===== config.mk =====
export PLATFORM = sky130hd
export DESIGN_NAME = iccm_mem
export DESIGN_NICKNAME = d
export VERILOG_FILES = /design/src/design/iccm_pkg.sv /design/src/design/iccm_mem.sv
export SDC_FILE = /design/constraint.sdc
export NUM_CORES = 1
export LEC_CHECK = 0
export ABC_AREA = 0
export BUFFER_PORTS_ARGS = -buffer_cell sky130_fd_sc_hd__clkbuf_2
export CAP_MARGIN = 20
export CELL_PAD_IN_SITES_DETAIL_PLACEMENT = 0
export CELL_PAD_IN_SITES_GLOBAL_PLACEMENT = 2
export CORE_AREA = 5 5 294 296
export DETAILED_ROUTE_END_ITERATION = 16
export DIE_AREA = 0 0 299 301
export PLACE_DENSITY_LB_ADDON = 0.2
export SYNTH_ARGS = -nofsm -noshare
export SYNTH_HDL_FRONTEND = slang
export SYNTH_SLANG_ARGS = --single-unit

===== constraint.sdc =====
create_clock -name clk -period 3.9 [get_ports clk]
set_input_delay 0.78 -clock clk [delete_from_list [all_inputs] [get_ports clk]]
set_output_delay 0.78 -clock clk [all_outputs]
set_load 0.01 [all_outputs]

===== src/design/iccm_pkg.sv =====
//**************************************
// Shared types for the banked ICCM
// Word, payload and fetch widths, plus the request and bank
// control bundles passed between steering, redundancy and banks
//**************************************

package iccm_pkg;

   //**************************************
   // Data widths
   //**************************************

   // One bank entry, 32 data bits and 7 check bits
   typedef logic [38:0] bank_word_t;

   // Two bank words, low word in [38:0]
   typedef logic [77:0] wr_data_t;

   // Fetch data after the halfword shift
   typedef logic [63:0] rd_data_t;

   // Write size code
   typedef logic [2:0]  wr_size_t;

   localparam wr_size_t WR_SIZE_DW = 3'd3;   // Double word, all else is a word

   //**************************************
   // Bundles
   //**************************************

   // Access request as seen by steering and redundancy
   typedef struct packed {
      logic       wren;              // Write strobe
      logic       rden;              // Read strobe
      logic       correct_ecc;       // Correction cycle, word splat in both halves
      logic       correction_state;  // Core replaying a corrected fetch
      wr_size_t   wr_size;
      wr_data_t   wr_data;
   } wr_req_t;

   // Per bank strobes from steering
   typedef struct packed {
      logic clken;   // Bank active this cycle
      logic wren;    // Write, else read
   } bank_ctl_t;

endpackage


===== src/design/iccm_mem.sv =====
//**************************************
// ICCM bank steering and read path
// Splits each access over the rw_addr bank and the next
// bank, then joins two substituted bank words into a
// halfword aligned 64-bit fetch one cycle later
//**************************************

`timescale 1ns/1ps

module iccm_mem #(
   parameter  int ICCM_BITS          = 12,            // Byte address width
   parameter  int NUM_BANKS          = 4,             // 4 or 8
   localparam int BANK_BITS          = $clog2(NUM_BANKS),
   localparam int ICCM_BANK_INDEX_LO = BANK_BITS + 2, // Lowest row address bit
   localparam int ROW_BITS           = ICCM_BITS - ICCM_BANK_INDEX_LO
) (
   input  logic                                  clk,
   input  logic                                  reset,
   input  iccm_pkg::wr_req_t                     req,
   input  logic [ICCM_BITS-1:1]                  rw_addr,       // Halfword address
   output logic [ICCM_BITS-1:1]                  inc_addr,      // Second word address
   output iccm_pkg::bank_ctl_t [NUM_BANKS-1:0]   bank_ctl,
   output logic [NUM_BANKS-1:0][ROW_BITS-1:0]    bank_addr,
   output iccm_pkg::bank_word_t [NUM_BANKS-1:0]  bank_wr_data,
   input  iccm_pkg::bank_word_t [NUM_BANKS-1:0]  bank_dout,
   input  logic [NUM_BANKS-1:0]                  red_sel,       // Use redundant copy
   input  iccm_pkg::bank_word_t [NUM_BANKS-1:0]  red_data,
   output iccm_pkg::rd_data_t                    rd_data,
   output iccm_pkg::wr_data_t                    rd_data_ecc    // Raw pair for ECC check
);

   localparam int BANK_HI = BANK_BITS + 1;            // Bank field is [BANK_HI:2]

   logic [1:0]                          addr_incr;
   logic [NUM_BANKS-1:0]                hit_lo;       // Bank of rw_addr
   logic [NUM_BANKS-1:0]                hit_hi;       // Bank of inc_addr
   logic [NUM_BANKS-1:0]                wren_bank;
   logic [NUM_BANKS-1:0]                rden_bank;
   iccm_pkg::bank_word_t [NUM_BANKS-1:0] dout_fn;     // After substitution
   logic [BANK_HI:1]                    rd_addr_lo_q;
   logic [BANK_HI:2]                    rd_addr_hi_q;
   iccm_pkg::bank_word_t                rd_lo;
   iccm_pkg::bank_word_t                rd_hi;
   iccm_pkg::rd_data_t                  rd_pair;

   //**************************************
   // Steering
   //**************************************

   // One halfword for a word, two for a double word
   assign addr_incr = (req.wr_size == iccm_pkg::WR_SIZE_DW) ? 2'd2 : 2'd1;
   assign inc_addr  = rw_addr + (ICCM_BITS-1)'(addr_incr);

   for (genvar i = 0; i < NUM_BANKS; i++) begin : g_bank
      assign hit_lo[i]    = (rw_addr[BANK_HI:2] == BANK_BITS'(i));
      assign hit_hi[i]    = (inc_addr[BANK_HI:2] == BANK_BITS'(i));
      assign wren_bank[i] = req.wren & (hit_lo[i] | hit_hi[i]);
      assign rden_bank[i] = req.rden & (hit_lo[i] | hit_hi[i]);

      assign bank_ctl[i] = '{clken: wren_bank[i] | rden_bank[i], wren: wren_bank[i]};

      // Writes stay on the rw_addr row
      assign bank_addr[i] = (~wren_bank[i] & hit_hi[i]) ?
                            inc_addr[ICCM_BITS-1:ICCM_BANK_INDEX_LO] :
                            rw_addr[ICCM_BITS-1:ICCM_BANK_INDEX_LO];

      // Even banks take the low word, odd banks the high word
      if (i % 2 == 0) begin : g_even
         assign bank_wr_data[i] = req.wr_data[38:0];
      end else begin : g_odd
         assign bank_wr_data[i] = req.wr_data[77:39];
      end

      assign dout_fn[i] = red_sel[i] ? red_data[i] : bank_dout[i];   // Hard fault bypass
   end

   //**************************************
   // Read path
   //**************************************

   // Loaded every cycle, bit 1 kept for the shift
   always_ff @(posedge clk) begin
      if (reset) begin
         rd_addr_lo_q <= '0;
         rd_addr_hi_q <= '0;
      end else begin
         rd_addr_lo_q <= rw_addr[BANK_HI:1];
         rd_addr_hi_q <= inc_addr[BANK_HI:2];
      end
   end

   assign rd_lo   = dout_fn[rd_addr_lo_q[BANK_HI:2]];
   assign rd_hi   = dout_fn[rd_addr_hi_q];
   assign rd_pair = {rd_hi[31:0], rd_lo[31:0]};       // Data halves only

   // Odd halfword start drops the low halfword, zero fill on top
   assign rd_data     = rd_addr_lo_q[1] ? {16'h0000, rd_pair[63:16]} : rd_pair;
   assign rd_data_ecc = {rd_hi, rd_lo};

   // Upstream issues one access type per cycle
   a_no_wr_rd: assert property (@(posedge clk) disable iff (reset)
      !(req.wren && req.rden));

   // Correction always comes as a write
   a_correct_wr: assert property (@(posedge clk) disable iff (reset)
      req.correct_ecc |-> req.wren);

endmodule


==> results.tsv <==
stage	metric	value	unit
run_status	status	completed	
clocking	Num CTS Buffers	3	
pwr	static leakage	4.33	nW
pwr	Cell Int Power	0.000917	W
layout	most frequent cells in the layout	clkbuf_2, mux2_2, buf_4, mux4_2, nor2_1	
critical_path	WP depth	7	
logic_synthesis	Post-synth EDFFs	0	
sta	max frequency	267	MHz
detailed_routing	met2 wire len	25200	µm
clocking	clock sinks	5	
pwr	Final Power	0.00186	W
layout	most common cell after layout, fill and taps aside	clkbuf_2	
clocking	Post-CTS Setup Repair Bufs	0	
logic_synthesis	sequential-to-total area share from yosys stat	1.54	%
critical_path	crit path capture type	primary output	
logic_synthesis	synth unique cells	35	
pwr	Gate power share	86.5	%
critical_path	Worst Setup EP	rd_data[1]	
detailed_routing	Via density	3.22	
pwr	maximum vdd drop	0.0739	mV
job	max_cap viols	0	
logic_synthesis	Post-synth ARST share	0	%
layout	share of layout cells above drive strength 1	73.8	%
logic_synthesis	Seq cells post-synth	5	
clocking	clk buf depth	2	
clocking	hold_buf cts	0	
sta	RSZ-0062 raised after global routing	false	
sta	Setup WS post-layout	0.160	ns
clocking	clock-pin slew on the worst setup and hold paths	0.03	ns
clocking	TritonCTS clock tree	done	
critical_path	crit-path cells	buf_2 > buf_12 > mux2_1 > o22ai_1 > a221oi_2 > mux2_2 > clkbuf_2	
global_route	first-pass GRT wire length	64800	µm
sta	final-report max-slew violation count	0	
critical_path	Worst EP required	3.12	ns
critical_path	WS Path Type	input port to primary output	
detailed_routing	drt first-iter violations	266	
detailed_routing	vias post-DR	6907	
die	row count	106	
logic_synthesis	Post-Syn Nets	1123	
logic_synthesis	Cell Area, Synth	6480	µm²
critical_path	Worst path top cell family by delay	compound AO/OA/AOI/OAI gates	
critical_path	Crit. Startpoint	red_sel[3]	
die	# IOs	763	
detailed_routing	DR WL met3	3900	µm
clocking	H-Tree Depth	1	
detailed_routing	overall routed net length	49200	µm
pwr	Clk pwr share	9.0	%
sta	Slew HR	33.6	%
layout	Final nets	1481	
pwr	sequential share of power	4.5	%
placement	Final Wtd Congestion	0.770	
clocking	# resized after CTS	0	
critical_path	Worst EP arrival	2.96	ns
pwr	Psw	0.000941	W
min_path	Hold Crit Class	input port to register	
critical_path	WP buf/inv	3	
global_route	largest net degree at the start of global routing	48	
logic_synthesis	most common flop cell mapped by yosys	dfxtp_1	
sta	Hold Violations, Final	0	
critical_path	CP startpoint kind	input port	
detailed_routing	routed len/inst	22.9	µm
pwr	Net Sw Frac	50.6	%
global_route	grt ovf	0	
sta	Final Cycle Share	95.9	%
pwr	Power Dens Cells	195	nW/µm²
detailed_routing	met1 WL	19500	µm
global_route	vias in the first global route	7542	
placement	Port Buffers	526	
sta	setup TNS	0	ns
detailed_routing	DRC	0	
global_route	initial antenna violation count	9	
global_route	GR Util All Layers	10.1	%
die	Initial Util	7.79	%
die	die width	299	µm
sta	final setup vio count	0	
placement	Final HPWL DP	42700	µm
logic_synthesis	Post-Syn Instances	706	
placement	Placement Setup Slack	0.0568	ns
critical_path	slowest CP cell	a221oi_2	
detailed_routing	Pre-Repair DR Iteration Count	4	
layout	number of fill cells	9755	
layout	P&R area growth vs syn	46.7	%
die	Die H	301	µm
detailed_routing	Max Used Layer	met5	
logic_synthesis	Avg Cell Area, Syn	9.19	µm²
die	Core Area	83300	µm²
die	die area	90000	µm²
sta	worst slew pin tran	0.995	ns
clocking	Root Buffer	clkbuf_16	
sta	post-route minimum period	3.74	ns
detailed_routing	Routed Antenna Nets	0	
critical_path	CP Max Fanout	25	
critical_path	largest stage delay on the critical path	0.76	ns
logic_synthesis	number of synthesis warnings	0	
==> layer usage <==
metal  GRT usage, %  vias up
met2           19.0      413
met4           1.57        4
met3           2.39       52
met5              0        -
li1               -     3146
met1           11.9     3292
==> cell type report <==
| cell class | instances | area (µm²) | area share, % |
|---|---|---|---|
| antenna | 5 | 12.5 | 0.132 |
| clock buffer | 4 | 78.8 | 0.829 |
| inverter | 20 | 75.1 | 0.789 |
| multi-input combinational | 459 | 4810 | 50.6 |
| sequential | 5 | 114 | 1.20 |
| tap | 1080 | 1350 | 14.2 |
| timing repair buffer | 575 | 3070 | 32.3 |
==> cells by family (layout without fill, tap and decap cells) <==
group | count (synthesis) | in the layout | share of synthesized area [%]
compound gates | 86 | 86 | 11.0
xor+xnor | 33 | 33 | 4.46
fa+ha+maj | 3 | 3 | 0.695
buf+inv | 242 | 599 | 24.7
flops | 5 | 5 | 1.54
mux | 236 | 236 | 50.6
other cells | 0 | 5 | 0
simple gates | 101 | 101 | 6.89
==> how the worst min path moves through the flow <==
stage	startpoint	end	slack, ns	cells past startpoint
floorplan	reset	rd_addr_hi_q[2]$_SDFF_PP0_	0.85	1
global placement	rw_addr[1]	rd_addr_lo_q[1]$_SDFF_PP0_	1.03	2
detailed placement	rw_addr[1]	rd_addr_lo_q[1]$_SDFF_PP0_	1.03	2
CTS	reset	rd_addr_lo_q[1]$_SDFF_PP0_	0.79	2
global route	rw_addr[1]	rd_addr_lo_q[1]$_SDFF_PP0_	0.80	2
finish	reset	rd_addr_lo_q[1]$_SDFF_PP0_	0.79	2
==> state kept, by name (all words and copies together), names as in the netlist <==
| register | count |
|---|---|
| rd_addr_lo_q | 3 |
| rd_addr_hi_q | 2 |
==> synth_stat cells, types with 3 or more instances <==
master    number  share of area [%]
a221oi_2      16                3.7
mux4_2        46                 16
nand2b_1       4               0.39
buf_4        163                 19
mux2_1        27                4.7
mux2_4        40                9.3
buf_6          8                1.4
mux2i_1       33                5.1
xor2_1        10                1.4
nor2_1        44                2.5
xnor2_1       23                3.1
dfxtp_1        5                1.5
buf_2         19                1.5
clkbuf_1      29                1.7
buf_1          3               0.17
a221o_1       16                2.5
a21oi_1       19                1.5
mux2_2        90                 16
nand2_1       27                1.6
nor3_1         7               0.54
o22ai_1       32                3.1
inv_1         20                1.2
nor2b_1        9               0.87
==> per-stage QoR <==
| stage | hold slack (ns) | instance area (µm²) | std cells | util (%) |
|---|---|---|---|---|
| 2_1_floorplan | 0.852 | 6480 | 706 | - |
| 3_3_place_gp | 1.03 | 9400 | 2139 | 11.3 |
| 3_5_place_dp | 1.03 | 9400 | 2139 | 11.3 |
| 4_1_cts | 0.793 | 9480 | 2143 | 11.4 |
| 5_1_grt | 0.799 | 9500 | 2145 | 11.4 |
| 6_report | 0.789 | 9510 | 2148 | 11.4 |
==> power by group through the flow <==
| stage | logic, W | clock network (W) | registers (W) |
|---|---|---|---|
| 3_3_place_gp | 0.00166 | 0 | 0.0000918 |
| 6_report | 0.00161 | 0.000167 | 0.0000840 |
| 3_5_place_dp | 0.00165 | 0 | 0.0000911 |
| 4_1_cts | 0.00166 | 0.000170 | 0.0000903 |
| 5_1_grt | 0.00174 | 0.000173 | 0.0000894 |
| 2_1_floorplan | 0.00101 | 0 | 0.0000564 |
(Power assumes the default switching activity.)
