## config.mk

```make
export PLATFORM = sky130hd
export DESIGN_NAME = iccm_redundancy
export DESIGN_NICKNAME = d
export VERILOG_FILES = /design/src/design/iccm_pkg.sv /design/src/design/iccm_redundancy.sv
export SDC_FILE = /design/constraint.sdc
export NUM_CORES = 1
export LEC_CHECK = 0
export BUFFER_PORTS_ARGS = -buffer_cell sky130_fd_sc_hd__buf_2
export CAP_MARGIN = 15
export CORE_ASPECT_RATIO = 0.8
export CORE_MARGIN = 2
export CORE_UTILIZATION = 50
export DETAILED_ROUTE_END_ITERATION = 10
export GPL_TIMING_DRIVEN = 0
export MAX_ROUTING_LAYER = met4
export PLACE_DENSITY = 0.82
export SLEW_MARGIN = 0
export SYNTH_ARGS = -nofsm -noshare
export SYNTH_HDL_FRONTEND = slang
export SYNTH_SLANG_ARGS = --single-unit
```

## constraint.sdc

```tcl
create_clock -name clk -period 3.24 [get_ports clk]
set_input_delay 0.162 -clock clk [delete_from_list [all_inputs] [get_ports clk]]
set_output_delay 0.162 -clock clk [all_outputs]
set_load 0.05 [all_outputs]
```

## src/design/iccm_pkg.sv

```systemverilog
//**************************************
// Shared types for the banked ICCM
// Word, payload and fetch widths, plus the request and bank
// control bundles passed between steering, redundancy and banks
//**************************************

package iccm_pkg;

   //**************************************
   // Data widths
   //**************************************

   // One bank entry, 32 data bits and 7 check bits
   typedef logic [38:0] bank_word_t;

   // Two bank words, low word in [38:0]
   typedef logic [77:0] wr_data_t;

   // Fetch data after the halfword shift
   typedef logic [63:0] rd_data_t;

   // Write size code
   typedef logic [2:0]  wr_size_t;

   localparam wr_size_t WR_SIZE_DW = 3'd3;   // Double word, all else is a word

   //**************************************
   // Bundles
   //**************************************

   // Access request as seen by steering and redundancy
   typedef struct packed {
      logic       wren;              // Write strobe
      logic       rden;              // Read strobe
      logic       correct_ecc;       // Correction cycle, word splat in both halves
      logic       correction_state;  // Core replaying a corrected fetch
      wr_size_t   wr_size;
      wr_data_t   wr_data;
   } wr_req_t;

   // Per bank strobes from steering
   typedef struct packed {
      logic clken;   // Bank active this cycle
      logic wren;    // Write, else read
   } bank_ctl_t;

endpackage

```

## src/design/iccm_redundancy.sv

```systemverilog
//**************************************
// Hard fault redundancy for the ICCM banks
// Two CAM rows of word address, data and valid with an LRU
// pick; a correction cycle loads a row, later reads that hit
// are served from the row and later writes keep it current
//**************************************

`timescale 1ns/1ps

module iccm_redundancy #(
   parameter int ICCM_BITS = 12,                      // Byte address width
   parameter int NUM_BANKS = 4                        // 4 or 8
) (
   input  logic                                    clk,
   input  logic                                    reset,
   input  iccm_pkg::wr_req_t                       req,
   input  logic [ICCM_BITS-1:1]                    rw_addr,    // Access halfword address
   input  logic [ICCM_BITS-1:1]                    inc_addr,   // Second word address from steering
   output logic [NUM_BANKS-1:0]                    red_sel,    // Registered, aligned with bank dout
   output iccm_pkg::bank_word_t [NUM_BANKS-1:0]    red_data    // Replacement word per bank
);

   localparam int BANK_BITS = $clog2(NUM_BANKS);
   localparam int BANK_HI   = BANK_BITS + 1;          // Bank field is [BANK_HI:2]

   logic [1:0][ICCM_BITS-1:2]           red_addr;     // Word address per row
   iccm_pkg::bank_word_t [1:0]          red_word;     // Protected copy per row
   logic [1:0]                          red_valid;
   logic                                lru;          // Row to replace next

   logic [1:0][NUM_BANKS-1:0]           sel_now;      // Row hit per bank, this cycle
   logic [1:0][NUM_BANKS-1:0]           sel_q;        // Same, one cycle later
   logic [1:0]                          row_load;     // Correction capture
   logic [1:0]                          row_refresh;  // Later write hit
   iccm_pkg::bank_word_t [1:0]          refresh_word;
   logic                                is_dw;
   logic                                lru_en;
   logic                                lru_in;

   assign is_dw = (req.wr_size == iccm_pkg::WR_SIZE_DW);

   //**************************************
   // Address match
   //**************************************

   for (genvar r = 0; r < 2; r++) begin : g_row
      for (genvar i = 0; i < NUM_BANKS; i++) begin : g_bank
         // Either access word landing in bank i on this row
         assign sel_now[r][i] = red_valid[r] &
            (((rw_addr[ICCM_BITS-1:2] == red_addr[r]) &
              (rw_addr[BANK_HI:2] == BANK_BITS'(i))) |
             ((inc_addr[ICCM_BITS-1:2] == red_addr[r]) &
              (inc_addr[BANK_HI:2] == BANK_BITS'(i))));
      end

      // Same double word, and same word unless the write covers both
      assign row_refresh[r] = req.wren & red_valid[r] &
                              (rw_addr[ICCM_BITS-1:3] == red_addr[r][ICCM_BITS-1:3]) &
                              ((rw_addr[2] == red_addr[r][2]) | is_dw);

      // High half when the stored word is the upper one of the write
      assign refresh_word[r] =
         (((rw_addr[2] == red_addr[r][2]) & rw_addr[2]) | (red_addr[r][2] & is_dw)) ?
         req.wr_data[77:39] : req.wr_data[38:0];
   end

   // Correction goes to the LRU row
   assign row_load[0] = req.correct_ecc & ~lru;
   assign row_load[1] = req.correct_ecc & lru;

   //**************************************
   // LRU update
   //**************************************

   // Hit during replay pushes LRU to the other row
   assign lru_en = req.correct_ecc |
                   (((|sel_now[0]) | (|sel_now[1])) & req.rden & req.correction_state);
   assign lru_in = req.correct_ecc ? ~lru : (|sel_now[0]);

   always_ff @(posedge clk) begin
      if (reset) begin
         red_valid <= '0;
         lru       <= 1'b0;
         sel_q     <= '0;
      end else begin
         for (int r = 0; r < 2; r++) begin
            if (row_load[r]) begin
               red_valid[r] <= 1'b1;                  // Sticky once loaded
            end
         end
         if (lru_en) begin
            lru <= lru_in;
         end
         sel_q <= sel_now;                            // Matches bank read latency
      end
   end

   // Row contents, qualified by red_valid
   always_ff @(posedge clk) begin
      for (int r = 0; r < 2; r++) begin
         if (row_load[r]) begin
            red_addr[r] <= rw_addr[ICCM_BITS-1:2];
         end
         if (row_load[r] | row_refresh[r]) begin
            red_word[r] <= refresh_word[r];           // Either half on a splat
         end
      end
   end

   //**************************************
   // Read substitution
   //**************************************

   for (genvar i = 0; i < NUM_BANKS; i++) begin : g_out
      assign red_sel[i]  = sel_q[0][i] | sel_q[1][i];
      assign red_data[i] = sel_q[1][i] ? red_word[1] : red_word[0];
   end

   // Duplicate rows would make the substitution ambiguous
   a_rows_unique: assert property (@(posedge clk) disable iff (reset)
      (red_valid == 2'b11) |-> (red_addr[0] != red_addr[1]));

endmodule

```

==> flow_summary.json, run 1 <==
{
  "first_iter_violations": 178,
  "overflow": 0,
  "clkSinkCount": 109,
  "final_antenna_net_count": 0,
  "hold_violations": 0,
  "design_area_sq_um": 8760,
  "synth_area_sq_um": 6830,
  "finalNetCount": 872,
  "synth_top_area_share_pct": 43.1,
  "status": "completed",
  "ctsHoldBuffers": 0,
  "synth_top_area_cell": "edfxtp_1",
  "via_count": 5201,
  "fp.dieW_um": 135,
  "critPathRequiredTime_ps": 3290,
  "place_hpwl_um": 13900,
  "post_cts_resized": 0,
  "htreeDepth": 3,
  "dpl-instance-area_sq_um": 8420,
  "ys_ff_latch": 109,
  "die_h_um": 109,
  "first_pass_iters": 4,
  "period_share_pct": 78.5,
  "min_path_type": "in2reg",
  "n_antenna_cell": 0,
  "grt_usage_pct": 25.4,
  "rsz0062_at_grt": "no",
  "clock_skew_ps": 10.6,
  "ir_worst_vdd_v": 0.000296,
  "setup_tns_ps": 0,
  "syn_inst": 483,
  "postCtsSetupBuffers": 0,
  "grt_pass1_vias": 5154,
  "routed_wl_um": 18800,
  "gp_congestion": 0.886,
  "synth_top_family_by_area": "multiplexers",
  "drive_gt1_share_pct": 71.7,
  "portBuffers": 264,
  "yosys.cell_types.count": 39,
  "cts_root_buf": "clkbuf_16",
  "tightest_slew_ps": 767,
  "worst_setup_path_start_kind": "register",
  "slew_violations": 0,
  "die-area_sq_um": 14600,
  "initial_utilization_pct": 50.8,
  "slew_headroom_pct": 48.9,
  "synth-simple-area-share_pct": 4.98,
  "yosysWarnings": 0,
  "setup_viol": 0,
  "cap_violations": 0,
  "io_pins": 269,
  "fmax_mhz": 393,
  "cts_tree": "built",
  "antenna_found_initial": 0,
  "crit_arrival_ps": 2600,
  "postSynthAreaPerCell_sq_um": 14.1,
  "cp-end-kind": "register",
  "grt_max_degree": 23,
  "synthesis.nets": 594,
  "via_per_inst": 5.50,
  "clk-insertion-delay-late_ps": 350,
  "synth_mux_area_share_pct": 38.6,
  "critPathKind": "reg2reg",
  "cts_buffers": 9,
  "num_rows": 38,
  "p_leak_nw": 3.43,
  "grt_pass1_wl_um": 27200,
  "core_area_sq_um": 13500,
  "synth-xor-area-share_pct": 5.42,
  "cts_buffer_depth": 2,
  "yosysSeqAreaShare_pct": 46.3,
  "synthAdderAreaFrac_pct": 0.366,
  "clk_pin_slew_ps": 70,
  "post-route-drc-count": 0,
  "synth_top_cells_by_area": "edfxtp_1 43%, mux2_2 38%, xnor2_1 4.0%",
  "final.min_clock_period_ps": 2540,
  "area_delta_synth_final_pct": 28.2,
  "synth_compound_gate_area_share_pct": 2.22,
  "p_per_area_nw_per_um2": 458,
  "worst-path-max-fanout": 22,
  "drt-wirelength-per-cell_um": 19.8
}
worst max-delay path, cell delays in order (launching register included):
cell	delay, ps
edfxtp_1	470
ha_1	380
a2111oi_0	490
a31o_2	630
buf_12	260
report_power, final:
part           internal [mW]  switching, mW
Combinational          0.367          0.753
Sequential              1.63         0.0620
Clock                  0.710          0.485
Total                   2.71           1.30
cell families (layout without fill, tap and decap cells):
logic type                 Yosys count  in the layout
buffers and inverters               27            310
adders and majority gates            2              2
AOI/OAI and AO/OA                   19             19
muxes                              234            234
and+or+nand+nor                     54             54
xor gates and xnor gates            38             38
DFF                                109            109
placed cells by master, fill, tap and decap left out, types with 2 or more instances in the layout:
master | Yosys | layout
xnor2_2 | 5 | 5
clkbuf_8 | 0 | 3
nor4_4 | 2 | 2
nand3_1 | 7 | 7
xnor2_1 | 31 | 31
and2b_2 | 2 | 2
buf_12 | 0 | 2
dfxtp_1 | 11 | 11
a31o_2 | 0 | 2
buf_2 | 6 | 270
clkbuf_16 | 0 | 10
ha_1 | 2 | 2
a21oi_2 | 2 | 2
mux2_2 | 233 | 233
nand2_1 | 4 | 4
clkbuf_1 | 4 | 5
a21oi_1 | 2 | 2
nand4_1 | 6 | 6
nand2b_1 | 2 | 2
or2_2 | 4 | 4
buf_1 | 12 | 12
buf_6 | 5 | 5
o21ai_1 | 2 | 2
nor3_2 | 2 | 2
xor2_1 | 2 | 2
nor2_1 | 14 | 14
nor2b_1 | 3 | 3
a2111oi_0 | 2 | 2
edfxtp_1 | 98 | 98
a22oi_1 | 6 | 6
cells in the mapped netlist:
master and n:
or2_1 1, xor2_1 2, nand3_2 1, a2111oi_0 2, a31o_1 2, nand4_1 6
nor2_1 14, o21ba_1 1, and2_1 1, nor2b_1 3, a22oi_1 6, nor4_4 2
xnor2_2 5, o21ai_1 2, or2_2 4, nand3_1 7, and4_1 1, clkbuf_1 4
a21oi_1 2, mux2_1 1, xnor2_1 31, and2b_2 2, o21a_1 1, buf_1 12
nand3b_1 1, buf_6 5, dfxtp_1 11, nor4_1 1, mux2_2 233, edfxtp_1 98
a21oi_2 2, buf_2 6, ha_1 2, nand2b_1 2, o41ai_2 1, nor2_2 1
nand4_2 1, nand2_1 4, nor3_2 2
flip-flops by register name (all words and copies together) (netlist names):
| register | cells |
|---|---|
| red_word | 78 |
| red_addr | 20 |
| sel_q | 8 |
| red_valid | 2 |
| lru | 1 |
layer usage:
metal / global-route usage [%] / wire length [um] / vias up
met5: - / 0 / -
met4: 7.14 / 328 / 0
met3: 5.44 / 1240 / 26
met2: 43.3 / 9400 / 222
met1: 30.6 / 7790 / 2556
li1: - / - / 2397
through the flow:
| step | hold WS, ps | power (mW) | setup slack [ps] | utilization, % | cells |
|---|---|---|---|---|---|
| finish | 29.1 | 4.01 | 697 | 65.1 | 946 |
| CTS | 19.8 | 4.03 | 645 | 65.0 | 945 |
| global placement | 384 | 2.81 | -157 | 62.3 | 927 |
| global route | 24.6 | 4.14 | 574 | 65.1 | 946 |
| floorplan | 234 | 2.54 | 683 | - | 483 |
| detailed placement | 388 | 2.84 | 664 | 62.6 | 929 |
layout make-up:
class	instances	area, sq um
buffer	27	146
clock buffer	14	295
clock inverter	2	37.5
fill	1036	4700
multi-input combinational	347	3520
sequential	109	3160
tap	180	225
timing repair buffer	267	1370
path summary, 6_finish.rpt:
path / from / end / slack, ps / cells past startpoint
max: red_addr[10]$_DFFE_PP_ / red_word[74]$_DFFE_PP_ / 700 / 4
min: rw_addr[3] / red_addr[11]$_DFFE_PP_ / 30 / 1
max reg2reg: red_addr[10]$_DFFE_PP_ / red_word[74]$_DFFE_PP_ / 700 / 4
min reg2reg: red_valid[1]$_SDFFE_PP0P_ / red_valid[1]$_SDFFE_PP0P_ / 540 / 2
Note: power is estimated with default switching activity, not from simulation.
==> inputs of run 2 (changes only) <==
CORE_UTILIZATION = 45   (was 50)
PLACE_DENSITY = 0.78   (was 0.82)
clock period = 2.2 ns   (was 3.24 ns; I/O delays follow)
==> run 2 against run 1 <==
  * First-iteration DRC count rose by 89%
  * Setup slack got worse by 650 ps
  * Design area rose by 1.3%
  * Combinational power rose by 50%
  * Non-clock buffer count rose by 10
  * Via count fell by 1.0%
  * Sequential share of layout area fell by 0.47 points
  * Clock skew fell by 2.6 ps
  * Flip-flop and latch count did not move
  * Global-route usage fell by 0.80 points
  * Register-to-register slack got worse by 610 ps
  * Clock-buffer cell count fell by 3
  * Largest power group unchanged
  * Critical path type is now in2reg
==> flow_summary.json, run 2 (same netlist as run 1, synthesis figures left out) <==
{
  "status": "completed",
  "clock_skew_ps": 8.00,
  "fmax_mhz": 465,
  "path_cells": "dlygate4sd3_1 > buf_2 > buf_6 > xnor2_2 > nand4_1 > a2111oi_0 > a31o_2 > buf_12",
  "die_h_um": 114,
  "grt_pass1_wl_um": 29500,
  "p_sw_mw": 1.96,
  "dpl.cell_count": 938,
  "setup_viol": 0,
  "cap_violations": 0,
  "core_area_sq_um": 14900,
  "routed_wl_um": 19600,
  "via_count": 5148,
  "first_pass_iters": 4,
  "cp-end-kind": "register",
  "ir_worst_vdd_v": 0.000677,
  "n_fill_cell": 1222,
  "gp_congestion": 0.866,
  "final_antenna_net_count": 0,
  "largest_register_ffs": 78,
  "cts_buffers": 9,
  "whs_path_depth": 1,
  "p_per_area_nw_per_um2": 657,
  "worst-path-max-fanout": 26,
  "final_cells": 965,
  "initial_utilization_pct": 45.8,
  "power_frac_seq_pct": 42.7,
  "cpPeakStageDelay_ps": 540,
  "p_leak_nw": 3.47,
  "grt_usage_pct": 24.6,
  "r2r_cells": 5,
  "rrSetupSlack_ps": 90,
  "switching_share_pct": 33.6,
  "num_rows": 40,
  "htreeDepth": 3,
  "grt_max_degree": 27,
  "grt_pass1_vias": 5411,
  "worst_setup_path_start_kind": "input pin",
  "final.min_clock_period_ps": 2150,
  "first_iter_violations": 336,
  "crit_cells": 8,
  "drive_gt1_share_pct": 71.3,
  "crit_family": "buffers and inverters",
  "largest_register": "red_word",
  "clkSinkCount": 109,
  "rsz0062_at_grt": "no",
  "overflow": 0,
  "reg.largest.list": "red_word: 78 flops, red_addr: 20 flops, sel_q: 8 flops",
  "crit_arrival_ps": 2200,
  "min_path_type": "in2reg",
  "clk-insertion-delay-late_ps": 350,
  "area_delta_synth_final_pct": 29.9,
  "place_hpwl_um": 14600,
  "power_frac_comb_pct": 28.8,
  "p_clk_share_pct": 28.4,
  "p_int_mw": 3.87,
  "critPathKind": "in2reg",
  "portBuffers": 264,
  "cts_root_buf": "clkbuf_16",
  "antenna_found_initial": 0,
  "tightest_slew_ps": 771,
  "period_share_pct": 97.8,
  "fp.dieW_um": 142,
  "via_per_inst": 5.33,
  "post-route-drc-count": 0,
  "finalNetCount": 882,
  "setup_tns_ps": 0,
  "critical_path_buf_inv_count": 4,
  "final_common_cell": "buf_2",
  "cts_buffer_depth": 2,
  "slew_headroom_pct": 48.6,
  "final_cell_mix": "271 x buf_2, 233 x mux2_2, 98 x edfxtp_1",
  "n_antenna_cell": 0,
  "slew_violations": 0,
  "critPathRequiredTime_ps": 2250,
  "hold_violations": 0,
  "drt-wirelength-per-cell_um": 20.3,
  "io_pins": 269,
  "cts_tree": "built",
  "cp_slowest_cell": "dlygate4sd3_1",
  "die-area_sq_um": 16200,
  "clk_pin_slew_ps": 70
}
[run 2: final timing paths]
check	start	end
min reg2reg	red_valid[1]$_SDFFE_PP0P_	red_valid[1]$_SDFFE_PP0P_
min	rw_addr[6]	red_addr[4]$_DFFE_PP_
max reg2reg	red_addr[0]$_DFFE_PP_	red_word[31]$_DFFE_PP_
max	rw_addr[3]	red_word[55]$_DFFE_PP_
[run 2: stage by stage]
step | area, sq um | total power, mW | hold slack, ps | setup WS, ps | util, %
finish | 8870 | 5.83 | 38.4 | 49.5 | 59.5
detailed placement | 8430 | 4.19 | 332 | -200 | 56.5
global route | 8870 | 6.04 | 24.1 | 1.39 | 59.5
floorplan | 6830 | 3.74 | 182 | 2.40 | -
global placement | 8390 | 4.15 | 328 | -499 | 56.3
CTS | 8870 | 5.88 | 20.7 | 38.3 | 59.4
[run 2: what timing repair did]
action                                  CTS  global route
gates resized for setup                   2             2
setup buffers                             2             0
endpoints found under the setup margin   52            12
endpoints found under the hold margin    18             0
hold buffers                              9             0
pin swaps                                 2             0
[run 2: final cells by class]
class / instances / area [sq um] / share of cell area (%)
Timing Repair Buffer: 277 / 1490 / 16.8
Sequential cell: 109 / 3160 / 35.6
Clock buffer: 11 / 243 / 2.74
Multi-Input combinational cell: 347 / 3520 / 39.7
Buffer: 27 / 155 / 1.75
Tap cell: 189 / 236 / 2.66
Clock inverter: 5 / 60.1 / 0.677
[run 2: power groups by stage]
stage	sequential, mW	combinational [mW]	clock (mW)
4_1_cts	2.49	1.69	1.70
3_5_place_dp	2.54	1.65	0
6_report	2.49	1.68	1.66
3_3_place_gp	2.53	1.62	0
2_1_floorplan	2.51	1.24	0
5_1_grt	2.51	1.76	1.78
[run 2: metal layers]
metal	wire length, um	up-vias	global-route usage, %
met3	1070	25	5.31
met4	377	0	7.60
met2	10100	187	42.6
met5	0	-	-
met1	8070	2518	28.9
li1	-	2418	-
==> inputs of run 3 (changes only) <==
==> constraint.sdc (replaced) <==
create_clock -name clk -period 2.2 [get_ports clk]
set_input_delay 0.33 -clock clk [delete_from_list [all_inputs] [get_ports clk]]
set_output_delay 0.33 -clock clk [all_outputs]
set_load 0.05 [all_outputs]
==> run 3 against run 2 <==
  * Clock-buffer cell count did not move
  * Critical path depth fell by 3
  * Via count rose by 0.51%
  * Total power fell by 0.23%
  * Non-clock buffer count fell by 9
  * Sequential share of layout area rose by 0.32 points
  * Combinational power barely moved
  * Hold slack improved by 150 ps
  * Die area did not move
  * Clock skew fell by 2.2 ps
  * Maximum frequency rose by 1.1%
  * Register-to-register slack got worse by 20 ps
==> flow_summary.json, run 3 (same netlist as run 1, synthesis figures left out) <==
{
  "grt_usage_pct": 24.5,
  "ir_worst_vdd_v": 0.000679,
  "power_frac_seq_pct": 42.8,
  "grt-busiest-layer": "met2",
  "final_cell_mix": "282 x buf_2, 233 x mux2_2, 98 x edfxtp_1",
  "status": "completed",
  "finalNetCount": 873,
  "worst_setup_path_start_kind": "register",
  "via_per_inst": 5.41,
  "final.min_clock_period_ps": 2130,
  "crit_family": "buffers and inverters",
  "p_int_mw": 3.86,
  "switching_share_pct": 33.6,
  "p_leak_nw": 3.49,
  "critPathRequiredTime_ps": 2300,
  "clk-insertion-delay-late_ps": 350,
  "grt_pass1_vias": 5370,
  "cp-end-kind": "register",
  "clock_skew_ps": 5.76,
  "hold_slack_ps": 184,
  "critical_path_buf_inv_count": 2,
  "slew_headroom_pct": 52.0,
  "routed_wl_um": 19500,
  "period_share_pct": 96.7,
  "setup_viol": 0,
  "n_antenna_cell": 0,
  "critPathKind": "reg2reg",
  "clk_pin_slew_ps": 70,
  "largest_register_ffs": 78,
  "drive_gt1_share_pct": 73.9,
  "initial_utilization_pct": 45.8,
  "overflow": 0,
  "post-route-drc-count": 0,
  "antenna_found_initial": 0,
  "portBuffers": 264,
  "min_path_type": "in2reg",
  "final_core_util_pct": 59.0,
  "first_pass_iters": 4,
  "place_hpwl_um": 14600,
  "seq_area_sq_um": 3160,
  "die_h_um": 114,
  "cts_buffers": 9,
  "io_pins": 269,
  "hold_violations": 0,
  "core_area_sq_um": 14900,
  "design_area_sq_um": 8790,
  "n_fill_cell": 1232,
  "dpl-instance-area_sq_um": 8430,
  "tightest_slew_ps": 717,
  "crit_arrival_ps": 2230,
  "slew_violations": 0,
  "reg.largest.list": "red_word: 78 flops, red_addr: 20 flops, sel_q: 8 flops",
  "multi_input_area_sq_um": 3520,
  "cts_buffer_depth": 2,
  "gp_congestion": 0.866,
  "final_antenna_net_count": 0,
  "met2_usage_pct": 42.6,
  "fp.dieW_um": 142,
  "via_count": 5174,
  "cts_tree": "built",
  "cts_root_buf": "clkbuf_16",
  "cpPeakStageDelay_ps": 480,
  "path_cells": "ha_1 > a21oi_2 > buf_2 > buf_6 > mux2_2",
  "p_sw_mw": 1.96,
  "gr-usage-met1_pct": 28.6,
  "clkSinkCount": 109,
  "cap_violations": 0,
  "first_iter_violations": 352,
  "cp_slowest_cell": "edfxtp_1",
  "dpl.cell_count": 938,
  "die-area_sq_um": 16200,
  "rsz0062_at_grt": "no",
  "htreeDepth": 3,
  "grt_pass1_wl_um": 29300,
  "final_cells": 956,
  "area_delta_synth_final_pct": 28.7,
  "power_frac_comb_pct": 28.7,
  "fmax_mhz": 470,
  "final_common_cell": "buf_2",
  "largest_register": "red_word",
  "p_clk_share_pct": 28.5,
  "met3_usage_pct": 5.35,
  "grt_max_degree": 27,
  "num_rows": 40,
  "drt-wirelength-per-cell_um": 20.4,
  "worst-path-max-fanout": 10,
  "p_per_area_nw_per_um2": 662
}
## run 3: changes by cell type in the layout (fill, tap and decap cells not counted), sizes merged
cell | before | now
dlygate4sd3 | 9 | 0
buf | 289 | 291
clkbuf | 16 | 15
clkdlybuf4s15 | 1 | 0
## run 3: worst paths after layout
kind                             startpoint                        end  slack (ps)  cells past startpoint
setup / recovery      red_addr[0]$_DFFE_PP_     red_word[31]$_DFFE_PP_          70                      5
hold / removal                        reset  red_valid[0]$_SDFFE_PP0P_         180                      2
setup reg to reg      red_addr[0]$_DFFE_PP_     red_word[31]$_DFFE_PP_          70                      5
hold reg to reg   red_valid[1]$_SDFFE_PP0P_  red_valid[1]$_SDFFE_PP0P_         550                      2
## run 3: power by group through the flow
stage | clock network (mW) | logic [mW] | registers (mW)
after global routing | 1.78 | 1.74 | 2.51
after CTS | 1.70 | 1.67 | 2.49
after floorplan | 0 | 1.24 | 2.51
final | 1.66 | 1.67 | 2.49
after detailed placement | 0 | 1.65 | 2.54
after global placement | 0 | 1.62 | 2.53
## run 3: metrics by stage
| step | setup TNS [ps] | power [mW] | setup slack [ps] |
|---|---|---|---|
| 4_1_cts | 0 | 5.87 | 74.8 |
| 5_1_grt | 0 | 6.03 | 21.3 |
| 2_1_floorplan | 0 | 3.74 | 2.40 |
| 6_report | 0 | 5.82 | 72.8 |
| 3_5_place_dp | -16960 | 4.19 | -342 |
| 3_3_place_gp | -45880 | 4.15 | -641 |
## run 3: cell type report
class	instances	area share (%)
Multi-Input combinational cell	347	40.1
Sequential cell	109	36.0
Timing Repair Buffer	268	15.9
Clock buffer	11	2.76
Tap cell	189	2.69
Buffer	27	1.89
Clock inverter	5	0.683
## run 3: timing repair
item                       in CTS  in global routing
setup buffers                   2                  0
gates resized for setup        17                  0
setup endpoints to repair     209                  0
hold buffers                    0                  0
## run 3: per-layer routing
| metal | up-vias | wire length [um] |
|---|---|---|
| li1 | 2403 | - |
| met5 | - | 0 |
| met1 | 2527 | 7940 |
| met3 | 31 | 1160 |
| met2 | 213 | 9930 |
| met4 | 0 | 442 |
